`src/design/fetch_pkg.sv`:
```
package fetch_pkg;

	// ====================
	// Widths
	// ====================

	// Byte address of an instruction
	typedef logic [31:0] pc_t;
	typedef logic [63:0] insn_t;
	// A cache line holds eight instruction words
	typedef logic [511:0] line_t;
	typedef logic [6:0] opcode_t;

	localparam int SLOTS = 4;
	localparam int INSN_BYTES = 8;
	localparam int LINE_WORDS = $bits(line_t) / $bits(insn_t);

	// One bit per slot of a group
	typedef logic [SLOTS-1:0] slot_mask_t;

	// ====================
	// Encodings
	// ====================

	localparam opcode_t OP_NOP = 7'h0B;
	localparam opcode_t OP_BSR = 7'h20;
	localparam opcode_t OP_JSR = 7'h21;

	// Filler word for missed lines, start-up and alignment padding
	localparam insn_t NOP_INSN = {{($bits(insn_t) - $bits(opcode_t)){1'b0}}, OP_NOP};

	localparam pc_t RESET_PC = 32'hFFFD_0000;

endpackage

```
`src/design/fetch_ifs.sv`:
```
`timescale 1ns/1ps

// Fetched line with its PC, passed from the fetch register to the extractor
interface fetch_if;
	import fetch_pkg::*;

	line_t line;
	pc_t pc;
	// Branch-miss PC captured alongside the line
	pc_t misspc;

	modport src (output line, pc, misspc);
	modport dst (input line, pc, misspc);
endinterface

// Registered group of four instruction slots
interface slot_if;
	import fetch_pkg::*;

	insn_t [SLOTS-1:0] ins;
	pc_t [SLOTS-1:0] pc;
	logic valid;
	logic hwi;
	slot_mask_t slot_nop;

	modport src (output ins, pc, valid, hwi, slot_nop);
	// The branch unit only looks at the words and their PCs
	modport dst (input ins, pc);
endinterface

```
`src/design/branch_target_unit.sv`:
```
`timescale 1ns/1ps

module branch_target_unit (
	input  logic stomp_mux_i,
	slot_if.dst slots,
	output logic do_bsr_o,
	output fetch_pkg::pc_t bsr_tgt_o
);

	import fetch_pkg::*;

	// Displacement field starts above the opcode and register fields
	localparam int DISP_LSB = 10;

	slot_mask_t is_bsr;
	slot_mask_t is_jsr;
	pc_t [SLOTS-1:0] disp;
	pc_t [SLOTS-1:0] slot_tgt;

	// Per-slot decode and target
	always_comb begin
		for (int k = 0; k < SLOTS; k++) begin
			is_bsr[k] = (slots.ins[k][$bits(opcode_t)-1:0] == OP_BSR);
			is_jsr[k] = (slots.ins[k][$bits(opcode_t)-1:0] == OP_JSR);
			disp[k] = pc_t'($signed(slots.ins[k][$bits(insn_t)-1:DISP_LSB]));
			// JSR is absolute, BSR is relative to its own PC
			slot_tgt[k] = is_jsr[k] ? disp[k] : slots.pc[k] + disp[k];
		end
	end

	// Walk from the top slot down so the lowest call ends up selected
	always_comb begin
		bsr_tgt_o = RESET_PC;
		for (int k = SLOTS - 1; k >= 0; k--) begin
			if (is_bsr[k] || is_jsr[k]) begin
				bsr_tgt_o = slot_tgt[k];
			end
		end
	end

	assign do_bsr_o = (|(is_bsr | is_jsr)) && !stomp_mux_i;

endmodule

```
`src/design/fetch_mux_stage.sv`:
```
`timescale 1ns/1ps

module fetch_mux_stage #(
	parameter int STARTUP_CYCLES = 4
) (
	input  logic clk,
	input  logic rst_i,
	input  logic advance_i,
	input  logic en_i,
	input  logic ihit_i,
	input  fetch_pkg::pc_t pc_i,
	input  fetch_pkg::line_t line_i,
	input  logic irq_i,
	input  logic nmi_i,
	input  logic branchmiss_i,
	input  fetch_pkg::pc_t misspc_i,
	input  logic stomp_mux_i,
	output fetch_pkg::insn_t [fetch_pkg::SLOTS-1:0] ins_o,
	output fetch_pkg::pc_t [fetch_pkg::SLOTS-1:0] pc_o,
	output logic valid_o,
	output logic hwi_o,
	output fetch_pkg::slot_mask_t slot_nop_o,
	output logic nop_o,
	output logic do_bsr_o,
	output fetch_pkg::pc_t bsr_tgt_o
);

	logic ready;

	fetch_if fetch_bus ();
	slot_if slot_bus ();

	// ====================
	// Fetch side
	// ====================

	startup_counter #(
		.STARTUP_CYCLES(STARTUP_CYCLES)
	) i_startup_counter (
		.clk(clk),
		.rst_i(rst_i),
		.ready_o(ready)
	);

	fetch_register i_fetch_register (
		.clk(clk),
		.rst_i(rst_i),
		.ready_i(ready),
		.advance_i(advance_i),
		.en_i(en_i),
		.ihit_i(ihit_i),
		.pc_i(pc_i),
		.line_i(line_i),
		.misspc_i(misspc_i),
		.fetch(fetch_bus.src)
	);

	// ====================
	// Slot side
	// ====================

	slot_extractor i_slot_extractor (
		.clk(clk),
		.rst_i(rst_i),
		.en_i(en_i),
		.irq_i(irq_i),
		.nmi_i(nmi_i),
		.branchmiss_i(branchmiss_i),
		.fetch(fetch_bus.dst),
		.slots(slot_bus.src)
	);

	branch_target_unit i_branch_target_unit (
		.stomp_mux_i(stomp_mux_i),
		.slots(slot_bus.dst),
		.do_bsr_o(do_bsr_o),
		.bsr_tgt_o(bsr_tgt_o)
	);

	assign ins_o = slot_bus.ins;
	assign pc_o = slot_bus.pc;
	assign valid_o = slot_bus.valid;
	assign hwi_o = slot_bus.hwi;
	assign slot_nop_o = slot_bus.slot_nop;

	// Stomp flag travels with the slot group, one enable behind
	always_ff @(posedge clk) begin
		if (rst_i) begin
			nop_o <= 1'b0;
		end else if (en_i) begin
			nop_o <= stomp_mux_i;
		end
	end

endmodule

```
`src/design/fetch_register.sv`:
```
`timescale 1ns/1ps

module fetch_register (
	input  logic clk,
	input  logic rst_i,
	input  logic ready_i,
	input  logic advance_i,
	input  logic en_i,
	input  logic ihit_i,
	input  fetch_pkg::pc_t pc_i,
	input  fetch_pkg::line_t line_i,
	input  fetch_pkg::pc_t misspc_i,
	fetch_if.src fetch
);

	import fetch_pkg::*;

	localparam line_t NOP_LINE = {LINE_WORDS{NOP_INSN}};

	line_t line_q;
	pc_t pc_q;
	pc_t misspc_q;

	// ====================
	// Line and fetch PC
	// ====================

	// A miss or a line fetched before the caches settle turns into NOPs
	always_ff @(posedge clk) begin
		if (rst_i) begin
			line_q <= NOP_LINE;
			pc_q <= RESET_PC;
		end else if (advance_i) begin
			line_q <= (ihit_i && ready_i) ? line_i : NOP_LINE;
			pc_q <= pc_i;
		end
	end

	// The miss PC follows the downstream enable, not fetch
	always_ff @(posedge clk) begin
		if (rst_i) begin
			misspc_q <= RESET_PC;
		end else if (en_i) begin
			misspc_q <= misspc_i;
		end
	end

	assign fetch.line = line_q;
	assign fetch.pc = pc_q;
	assign fetch.misspc = misspc_q;

endmodule

```
`src/design/slot_extractor.sv`:
```
`timescale 1ns/1ps

module slot_extractor (
	input  logic clk,
	input  logic rst_i,
	input  logic en_i,
	input  logic irq_i,
	input  logic nmi_i,
	input  logic branchmiss_i,
	fetch_if.dst fetch,
	slot_if.src slots
);

	import fetch_pkg::*;

	// PC bits that select the word inside the line
	localparam int WORD_LSB = $clog2(INSN_BYTES);
	localparam int WORD_BITS = $clog2(LINE_WORDS);
	localparam int INSN_SHIFT = $clog2($bits(insn_t));
	localparam int ALIGN_W = SLOTS * $bits(insn_t);

	logic [WORD_BITS+INSN_SHIFT-1:0] shift_amt;
	logic [$bits(line_t)+ALIGN_W-1:0] shifted;
	insn_t [SLOTS-1:0] slot_ins;
	pc_t [SLOTS-1:0] slot_pc;
	slot_mask_t miss_nop;
	logic hw_int;

	insn_t [SLOTS-1:0] ins_q;
	pc_t [SLOTS-1:0] pc_q;
	logic valid_q;
	logic hwi_q;
	slot_mask_t slot_nop_q;

	// ====================
	// Alignment
	// ====================

	assign shift_amt = {fetch.pc[WORD_LSB+WORD_BITS-1:WORD_LSB], {INSN_SHIFT{1'b0}}};

	// Words past the end of the line come in as NOPs from the padding
	always_comb begin
		shifted = {{SLOTS{NOP_INSN}}, fetch.line} >> shift_amt;
		for (int k = 0; k < SLOTS; k++) begin
			slot_ins[k] = shifted[k*$bits(insn_t) +: $bits(insn_t)];
			slot_pc[k] = fetch.pc + pc_t'(k * INSN_BYTES);
			// Anything before the miss target must not execute
			miss_nop[k] = branchmiss_i && (fetch.misspc > slot_pc[k]);
		end
	end

	// An interrupt in progress voids the whole group
	assign hw_int = irq_i | nmi_i;

	// ====================
	// Slot registers
	// ====================

	always_ff @(posedge clk) begin
		if (rst_i) begin
			for (int k = 0; k < SLOTS; k++) begin
				ins_q[k] <= NOP_INSN;
				pc_q[k] <= RESET_PC + pc_t'(k * INSN_BYTES);
			end
			valid_q <= 1'b0;
			hwi_q <= 1'b0;
			slot_nop_q <= '0;
		end else if (en_i) begin
			ins_q <= slot_ins;
			pc_q <= slot_pc;
			valid_q <= ~hw_int;
			hwi_q <= hw_int;
			slot_nop_q <= miss_nop;
		end
	end

	assign slots.ins = ins_q;
	assign slots.pc = pc_q;
	assign slots.valid = valid_q;
	assign slots.hwi = hwi_q;
	assign slots.slot_nop = slot_nop_q;

endmodule

```
`src/design/startup_counter.sv`:
```
`timescale 1ns/1ps

module startup_counter #(
	parameter int STARTUP_CYCLES = 4
) (
	input  logic clk,
	input  logic rst_i,
	output logic ready_o
);

	// Wide enough to hold STARTUP_CYCLES, never zero bits
	localparam int CW = $clog2(STARTUP_CYCLES + 2);

	logic [CW-1:0] count;

	// Counts up after reset and sticks at the end of the window
	always_ff @(posedge clk) begin
		if (rst_i) begin
			count <= '0;
		end else if (count != CW'(STARTUP_CYCLES)) begin
			count <= count + 1'b1;
		end
	end

	assign ready_o = (count == CW'(STARTUP_CYCLES));

endmodule

```
`config.mk`:
```
export PLATFORM = sky130hd
export DESIGN_NAME = fetch_mux_stage
export DESIGN_NICKNAME = d
export VERILOG_FILES = /design/src/design/fetch_pkg.sv /design/src/design/fetch_ifs.sv /design/src/design/branch_target_unit.sv /design/src/design/fetch_mux_stage.sv /design/src/design/fetch_register.sv /design/src/design/slot_extractor.sv /design/src/design/startup_counter.sv
export SDC_FILE = /design/constraint.sdc
export NUM_CORES = 2
export LEC_CHECK = 0
export BUFFER_PORTS_ARGS = -buffer_cell sky130_fd_sc_hd__buf_2
export CAP_MARGIN = 25
export CORE_AREA = 2 2 393 395
export CTS_CLUSTER_DIAMETER = 50
export DETAILED_ROUTE_END_ITERATION = 12
export DIE_AREA = 0 0 395 397
export PLACE_DENSITY_LB_ADDON = 0.15
export SLEW_MARGIN = 20
export SYNTH_ARGS = -nofsm -noshare
export SYNTH_HDL_FRONTEND = slang
export SYNTH_SLANG_ARGS = --single-unit
```
`constraint.sdc`:
```
create_clock -name clk -period 4.54 [get_ports clk]
set_input_delay 0.454 -clock clk [delete_from_list [all_inputs] [get_ports clk]]
set_output_delay 0.454 -clock clk [all_outputs]
set_load 0.005 [all_outputs]
```
Word-level counts from Yosys, hierarchy flattened
Cells that the tools add are included.
W data, S select, Z words.

storage, ports and cells
  input port bits = 585
  output and inout port bits = 424
  logic and storage cells = 63
  flip-flop bits (word level) = 970
  memories = 0
  memory bits (writable) = 0
  latch bits = 0
  bits in read-only memories = 0

cells by class
  muxes and demuxes = 9
  shift-type cells = 1
  bitwise gates (word level) = 3
  multiply operators = 0
  magnitude comparators = 4
  div/mod/pow operators = 0
  reduce and logical (&&, ||, !) cells = 12
  add/sub/neg operators = 8
  equal/unequal tests = 10

operators with widths
  kind                     count
  $shr A708 B9 Y256        1
  $mux W512                1
  $mux W32                 8
  $add A32 B32 Y32         4
  $gt A32 B32 Y1           4
  $add A32 B5 Y32 const B  2
  $eq A7 B6 Y1 const B     8
  $add A32 B4 Y32 const B  1
  $logic_and A1 B1 Y1      6
  $logic_or A1 B1 Y1       4
  $or A4 B4 Y4             1
  $reduce_or A4 Y1         1
  $add A3 B1 Y3 const B    1
  $eq A3 B3 Y1 const B     1
  $ne A3 B3 Y1 const B     1
  $logic_not A1 Y1         1
  $not A1 Y1               1
  $or A1 B1 Y1             1

Logic depth before layout (Yosys ltp)
  depth after elaboration = 6
  gate-level depth with buffers = 20
  depth with buffers taken out = 19

Hierarchy
From an unflattened synthesis, not the netlist that was laid out.

second synthesis, totals
  cell total of the unflattened synthesis = 7215
  area total of the unflattened synthesis = 59678.5 um^2

modules (own cells, without submodules)
  module              seq. area each (um^2)  cells each  times used  area each (um^2)
  slot_extractor      7587.3                 3439        1           28233.3
  fetch_register      11531.1                2542        1           23054.6
  branch_target_unit  0.0                    1214        1           8195.4
  startup_counter     60.1                   17          1           161.4
  fetch_mux_stage     20.0                   3           1           33.8

Worst setup path after synthesis
OpenSTA, ideal clock, no wires.

  path kind = register to register
  from = register i_fetch_register.pc_q[3] (netlist: i_fetch_register.fetch.pc[3])
  to = register i_slot_extractor.slot_nop_q[3] (netlist: i_slot_extractor.slots.slot_nop[3])
  cell stages (with the launch flop) = 21
  arrival = 3516 ps
  setup time = 133 ps
  period minus slack after synthesis = 3650 ps
  slack = 890 ps
  path through = dfxtp_1 > inv_2 > clkbuf_1 > clkbuf_1 > ha_1 > or3_1 > clkbuf_1 > nor3_1 > nand2_1 > xnor2_1 > ha_1 > a21o_1 > a21o_1 > a21o_1 > a21oi_1 > nor2b_1 > o21ai_0 > nand2b_1 > a21oi_1 > or3_1 > a311oi_1

on the way
  longest elaborated chain between the ends = 3

ends and longest elaborated chain
  what                      line                  text
  start: declaration        fetch_register.sv:21  pc_t pc_q;
  start signal: assignment  fetch_register.sv:35  pc_q <= pc_i;
  $add A32 B5 Y32           slot_extractor.sv:46  slot_pc[k] = fetch.pc + pc_t'(k * INSN_BYTES);
  $gt A32 B32 Y1            slot_extractor.sv:48  miss_nop[k] = branchmiss_i && (fetch.misspc > slot_pc[k]);
  $logic_and A1 B1 Y1       slot_extractor.sv:48
  end signal: assignment    slot_extractor.sv:73  slot_nop_q <= miss_nop;
  end: declaration          slot_extractor.sv:33  slot_mask_t slot_nop_q;

No other way between the ends.
A chain may end at the register's enable or synchronous reset.

Worst setup path in the final report
  from = register i_slot_extractor.pc_q, in the netlist i_slot_extractor.slots.pc[96]
  to = output port bsr_tgt_o[28]

on the way
  longest elaborated chain between the ends = 6

ends and longest elaborated chain
  what                              line                      text
  start: declaration                slot_extractor.sv:30      pc_t [SLOTS-1:0] pc_q;
  start signal: indexed assignment  slot_extractor.sv:63      pc_q[k] <= RESET_PC + pc_t'(k * INSN_BYTES);
  start signal: assignment          slot_extractor.sv:70      pc_q <= slot_pc;
  $add A32 B32 Y32                  branch_target_unit.sv:27  slot_tgt[k] = is_jsr[k] ? disp[k] : slots.pc[k] + disp[k];
  $mux W32                          branch_target_unit.sv:27
  $mux W32 (4 in series)            branch_target_unit.sv:35  if (is_bsr[k] || is_jsr[k]) begin
  end: declaration                  fetch_mux_stage.sv:25     output fetch_pkg::pc_t bsr_tgt_o

No other way between the ends.

==> impl_metrics.toml <==
[final_layout]
drive_above_1_share_pct = 20.4
final_area_um2 = 76300
final_nets = 9482
multiInputGateArea_um2 = 35800
fillers = 15000
area_growth_pct = 33.7
seqCellArea_um2 = 19200

[logic_synthesis]
yosys-top-cells-count = "1093 x nor2_1, 959 x dfxtp_1, 781 x a21oi_1, 653 x nand2_1, 529 x nor2b_1"
syn_avg_cell_area_um2 = 7.84
syn_nets = 8109
synth_edf_count = 0
synth_cells = 7273
yosys_register_bits = 959
synth_cell_types = 91
synthArstFlopShare_pct = 0
yosysSeqAreaShare_pct = 33.7
synth_area_um2 = 57000
synth_most_common_cell = "nor2_1"
yosys.area.top_type_share_pct = 33.7
yosysWarnings = 0
synthTopCellsByArea = "dfxtp_1 34%, mux2i_1 8.1%, nor2_1 7.2%"
synth_top_cell_by_area = "dfxtp_1"
ys_dominant_reg_cell = "dfxtp_1"

[detailed_routing]
wl_met1_um = 129000
first_pass_iters = 6
drt.antenna.violating_nets = 0
drt_wl_total_um = 301000
num_vias = 61800
dr_wl_met2_um = 128000
post_drt_wl_per_cell_um = 27.7
first_iter_violations = 6568
viasPerCell = 5.69
drc = 0
top_layer = "met5"
wl_met3_um = 27300

[global_route]
grt_usage_pct = 36.6
grt-ovfl-total = 0
grt_pass1_wl_um = 422000
grt_max_degree = 197
grt_pass1_vias = 57200
antenna_found_initial = 85

[outcome]
status = "complete, but fails checks"
violations = "negative setup slack"

[timing]
grt_setup_unrepaired = "yes"
whs_ps = 41.9
fin_skew_ps = 33.1
max_freq_mhz = 206
slew_violations = 0
fin_ws_ps = -305
post-route-min-period_ps = 4840
worst_pin_slew_ps = 1090
hold_viol = 0
setup_viol = 9
slew_headroom_pct = 26.5
min_period_over_period_pct = 107

[clocking]
clock-sinks = 959
cts_buffers = 149
cts_root_buf = "clkbuf_16"
clk_path_buf_depth = 3
clkTransAtPathRegs_ps = 60
ctsHtreeMaxLevel = 4
cts_tree = "done"
clk_latency_ps = 790

[pwr]
pwr_density_cell_nw_per_um2 = 342
leakagePower_uw = 0.0315
ir_drop_mv = 0.372

[job]
drv_cap = 0

[worst_setup_path]
cp_common_cell = "o31a_1"
startpoint_type = "register"
crit_fanout = 3
required_ps = 4090
critPathCaptureType = "primary output"
rrSetupSlack_ps = 440
rr_worst_depth = 16
crit_arrival_ps = 4390
critPathMaxStageDelay_ps = 520
crit_slowest_cell = "a2111o_1"
cp_cell_sequence = "buf_6 > ha_4 > inv_2 > fa_2 > nor2b_4 > o31a_1 > o221a_4 > nor4b_4 > buf_4 > o31a_1 > o21ai_2 > a31oi_4 > xor2_2 > a211oi_2 > a2111o_1 > buf_2"
crit_type = "reg -> out"

[die]
chipHeight_um = 397
row_count = 144
die_w_um = 395
die-area_um2 = 157000
core_area_um2 = 153000
start_util_pct = 37.3
num_io_pins = 1009

[placed_design]
gp_congestion = 1.02
postPlaceCellArea_um2 = 64500
place.port_buffers = 1008
dp_hpwl_um = 227000

[min_path]
hold_class = "in -> reg"
worstHoldPathCells = 3
worst max-delay path, delay by kind of cell, from the launching register on:
kind | cells | cell delay, ps
AOI/OAI and AO/OA | 7 | 1780
xor gates and xnor gates | 1 | 250
adders and majority gates | 2 | 540
buffers and inverters | 4 | 510
DFF | 1 | 370
and+or+nand+nor | 2 | 170
flip-flops by register name (all words and copies together) (netlist names), 3 cells and up:
signal,count
i_fetch_register.fetch.line,512
i_slot_extractor.slots.ins,256
i_slot_extractor.slots.pc,117
i_fetch_register.fetch.misspc,32
i_fetch_register.fetch.pc,32
i_slot_extractor.slots.slot_nop,4
i_startup_counter.count,3
routing by layer:
| metal | up-vias | global-route usage (%) |
|---|---|---|
| li1 | 28500 | - |
| met1 | 29600 | 49.1 |
| met2 | 2982 | 54.6 |
| met3 | 602 | 9.31 |
| met4 | 38 | 17.5 |
| met5 | - | 0 |
power by group:
group	switching, uW	internal (uW)
registers	392	8670
logic	2680	1790
clock network	4710	7850
total	7770	18300
logic make-up after synthesis:
logic type | count (synthesis) | synth area share [%]
buffers and inverters | 668 | 4.53
AO/OA/AOI/OAI | 1951 | 21.2
adder cells (fa/ha/maj) | 251 | 5.56
XOR/XNOR | 180 | 2.76
flip-flops | 959 | 33.7
AND/OR/NAND/NOR | 2658 | 21.2
multiplexers | 606 | 11.1
layout make-up:
cell class | instances | area share, %
tap | 2044 | 3.35
sequential | 959 | 25.2
timing repair buffer | 1813 | 16.9
multi-input combinational | 5646 | 46.9
clock inverter | 90 | 1.71
antenna | 52 | 0.171
inverter | 77 | 0.399
clock buffer | 185 | 5.40
what timing repair did:
action,CTS,global route
endpoints found under the hold margin,553,0
endpoints found under the setup margin,20,21
buffers inserted,12,13
pin swaps,28,49
hold buffers,553,0
gates resized for setup,52,68
path summary, 6_finish.rpt:
kind,startpoint,to
max,i_slot_extractor.slots.pc[96]$_SDFFE_PP0P_,bsr_tgt_o[28]
min,line_i[36],i_fetch_register.fetch.line[36]$_SDFFE_PP0P_
max reg2reg,i_fetch_register.fetch.pc[19]$_SDFFE_PP1P_,i_slot_extractor.slots.slot_nop[2]$_SDFFE_PP0P_
min reg2reg,i_slot_extractor.slots.ins[112]$_SDFFE_PP0P_,i_slot_extractor.slots.ins[112]$_SDFFE_PP0P_
layout by cell type (no fill, tap or decap), types with 29 or more instances in the layout:
| cell type | netlist | final |
|---|---|---|
| nand3_1 | 119 | 118 |
| a221oi_1 | 72 | 71 |
| a21oi_1 | 781 | 774 |
| xnor2_1 | 131 | 130 |
| nor3_1 | 95 | 94 |
| nor2_1 | 1093 | 1089 |
| mux2_2 | 133 | 133 |
| buf_2 | 22 | 1005 |
| clkbuf_16 | 0 | 152 |
| o22ai_1 | 31 | 30 |
| xor2_1 | 49 | 48 |
| diode_2 | 0 | 52 |
| inv_1 | 67 | 64 |
| buf_12 | 0 | 29 |
| ha_1 | 247 | 237 |
| a21o_1 | 88 | 88 |
| o21ai_0 | 387 | 372 |
| nand4_1 | 53 | 53 |
| nand2_1 | 653 | 650 |
| buf_4 | 11 | 222 |
| nor2b_1 | 529 | 527 |
| o211ai_1 | 98 | 98 |
| mux2i_1 | 464 | 464 |
| dfxtp_1 | 959 | 942 |
| dlygate4sd3_1 | 0 | 553 |
| a311oi_1 | 64 | 64 |
| a211oi_1 | 190 | 181 |
| o221ai_1 | 73 | 71 |
per-stage QoR:
step / utilization (%) / setup TNS, ps / setup WS (ps) / cells / power, uW
after global placement: 42.2 / 0 / 157 / 9962 / 13100
after detailed placement: 42.2 / 0 / 155 / 9962 / 13100
after CTS: 49.5 / -1070 / -234 / 10800 / 26100
final: 49.9 / -1040 / -305 / 10900 / 26100
after floorplan: - / 0 / 890 / 7273 / 11200
after global routing: 49.8 / -2470 / -381 / 10800 / 26900
(Power assumes the default switching activity.)
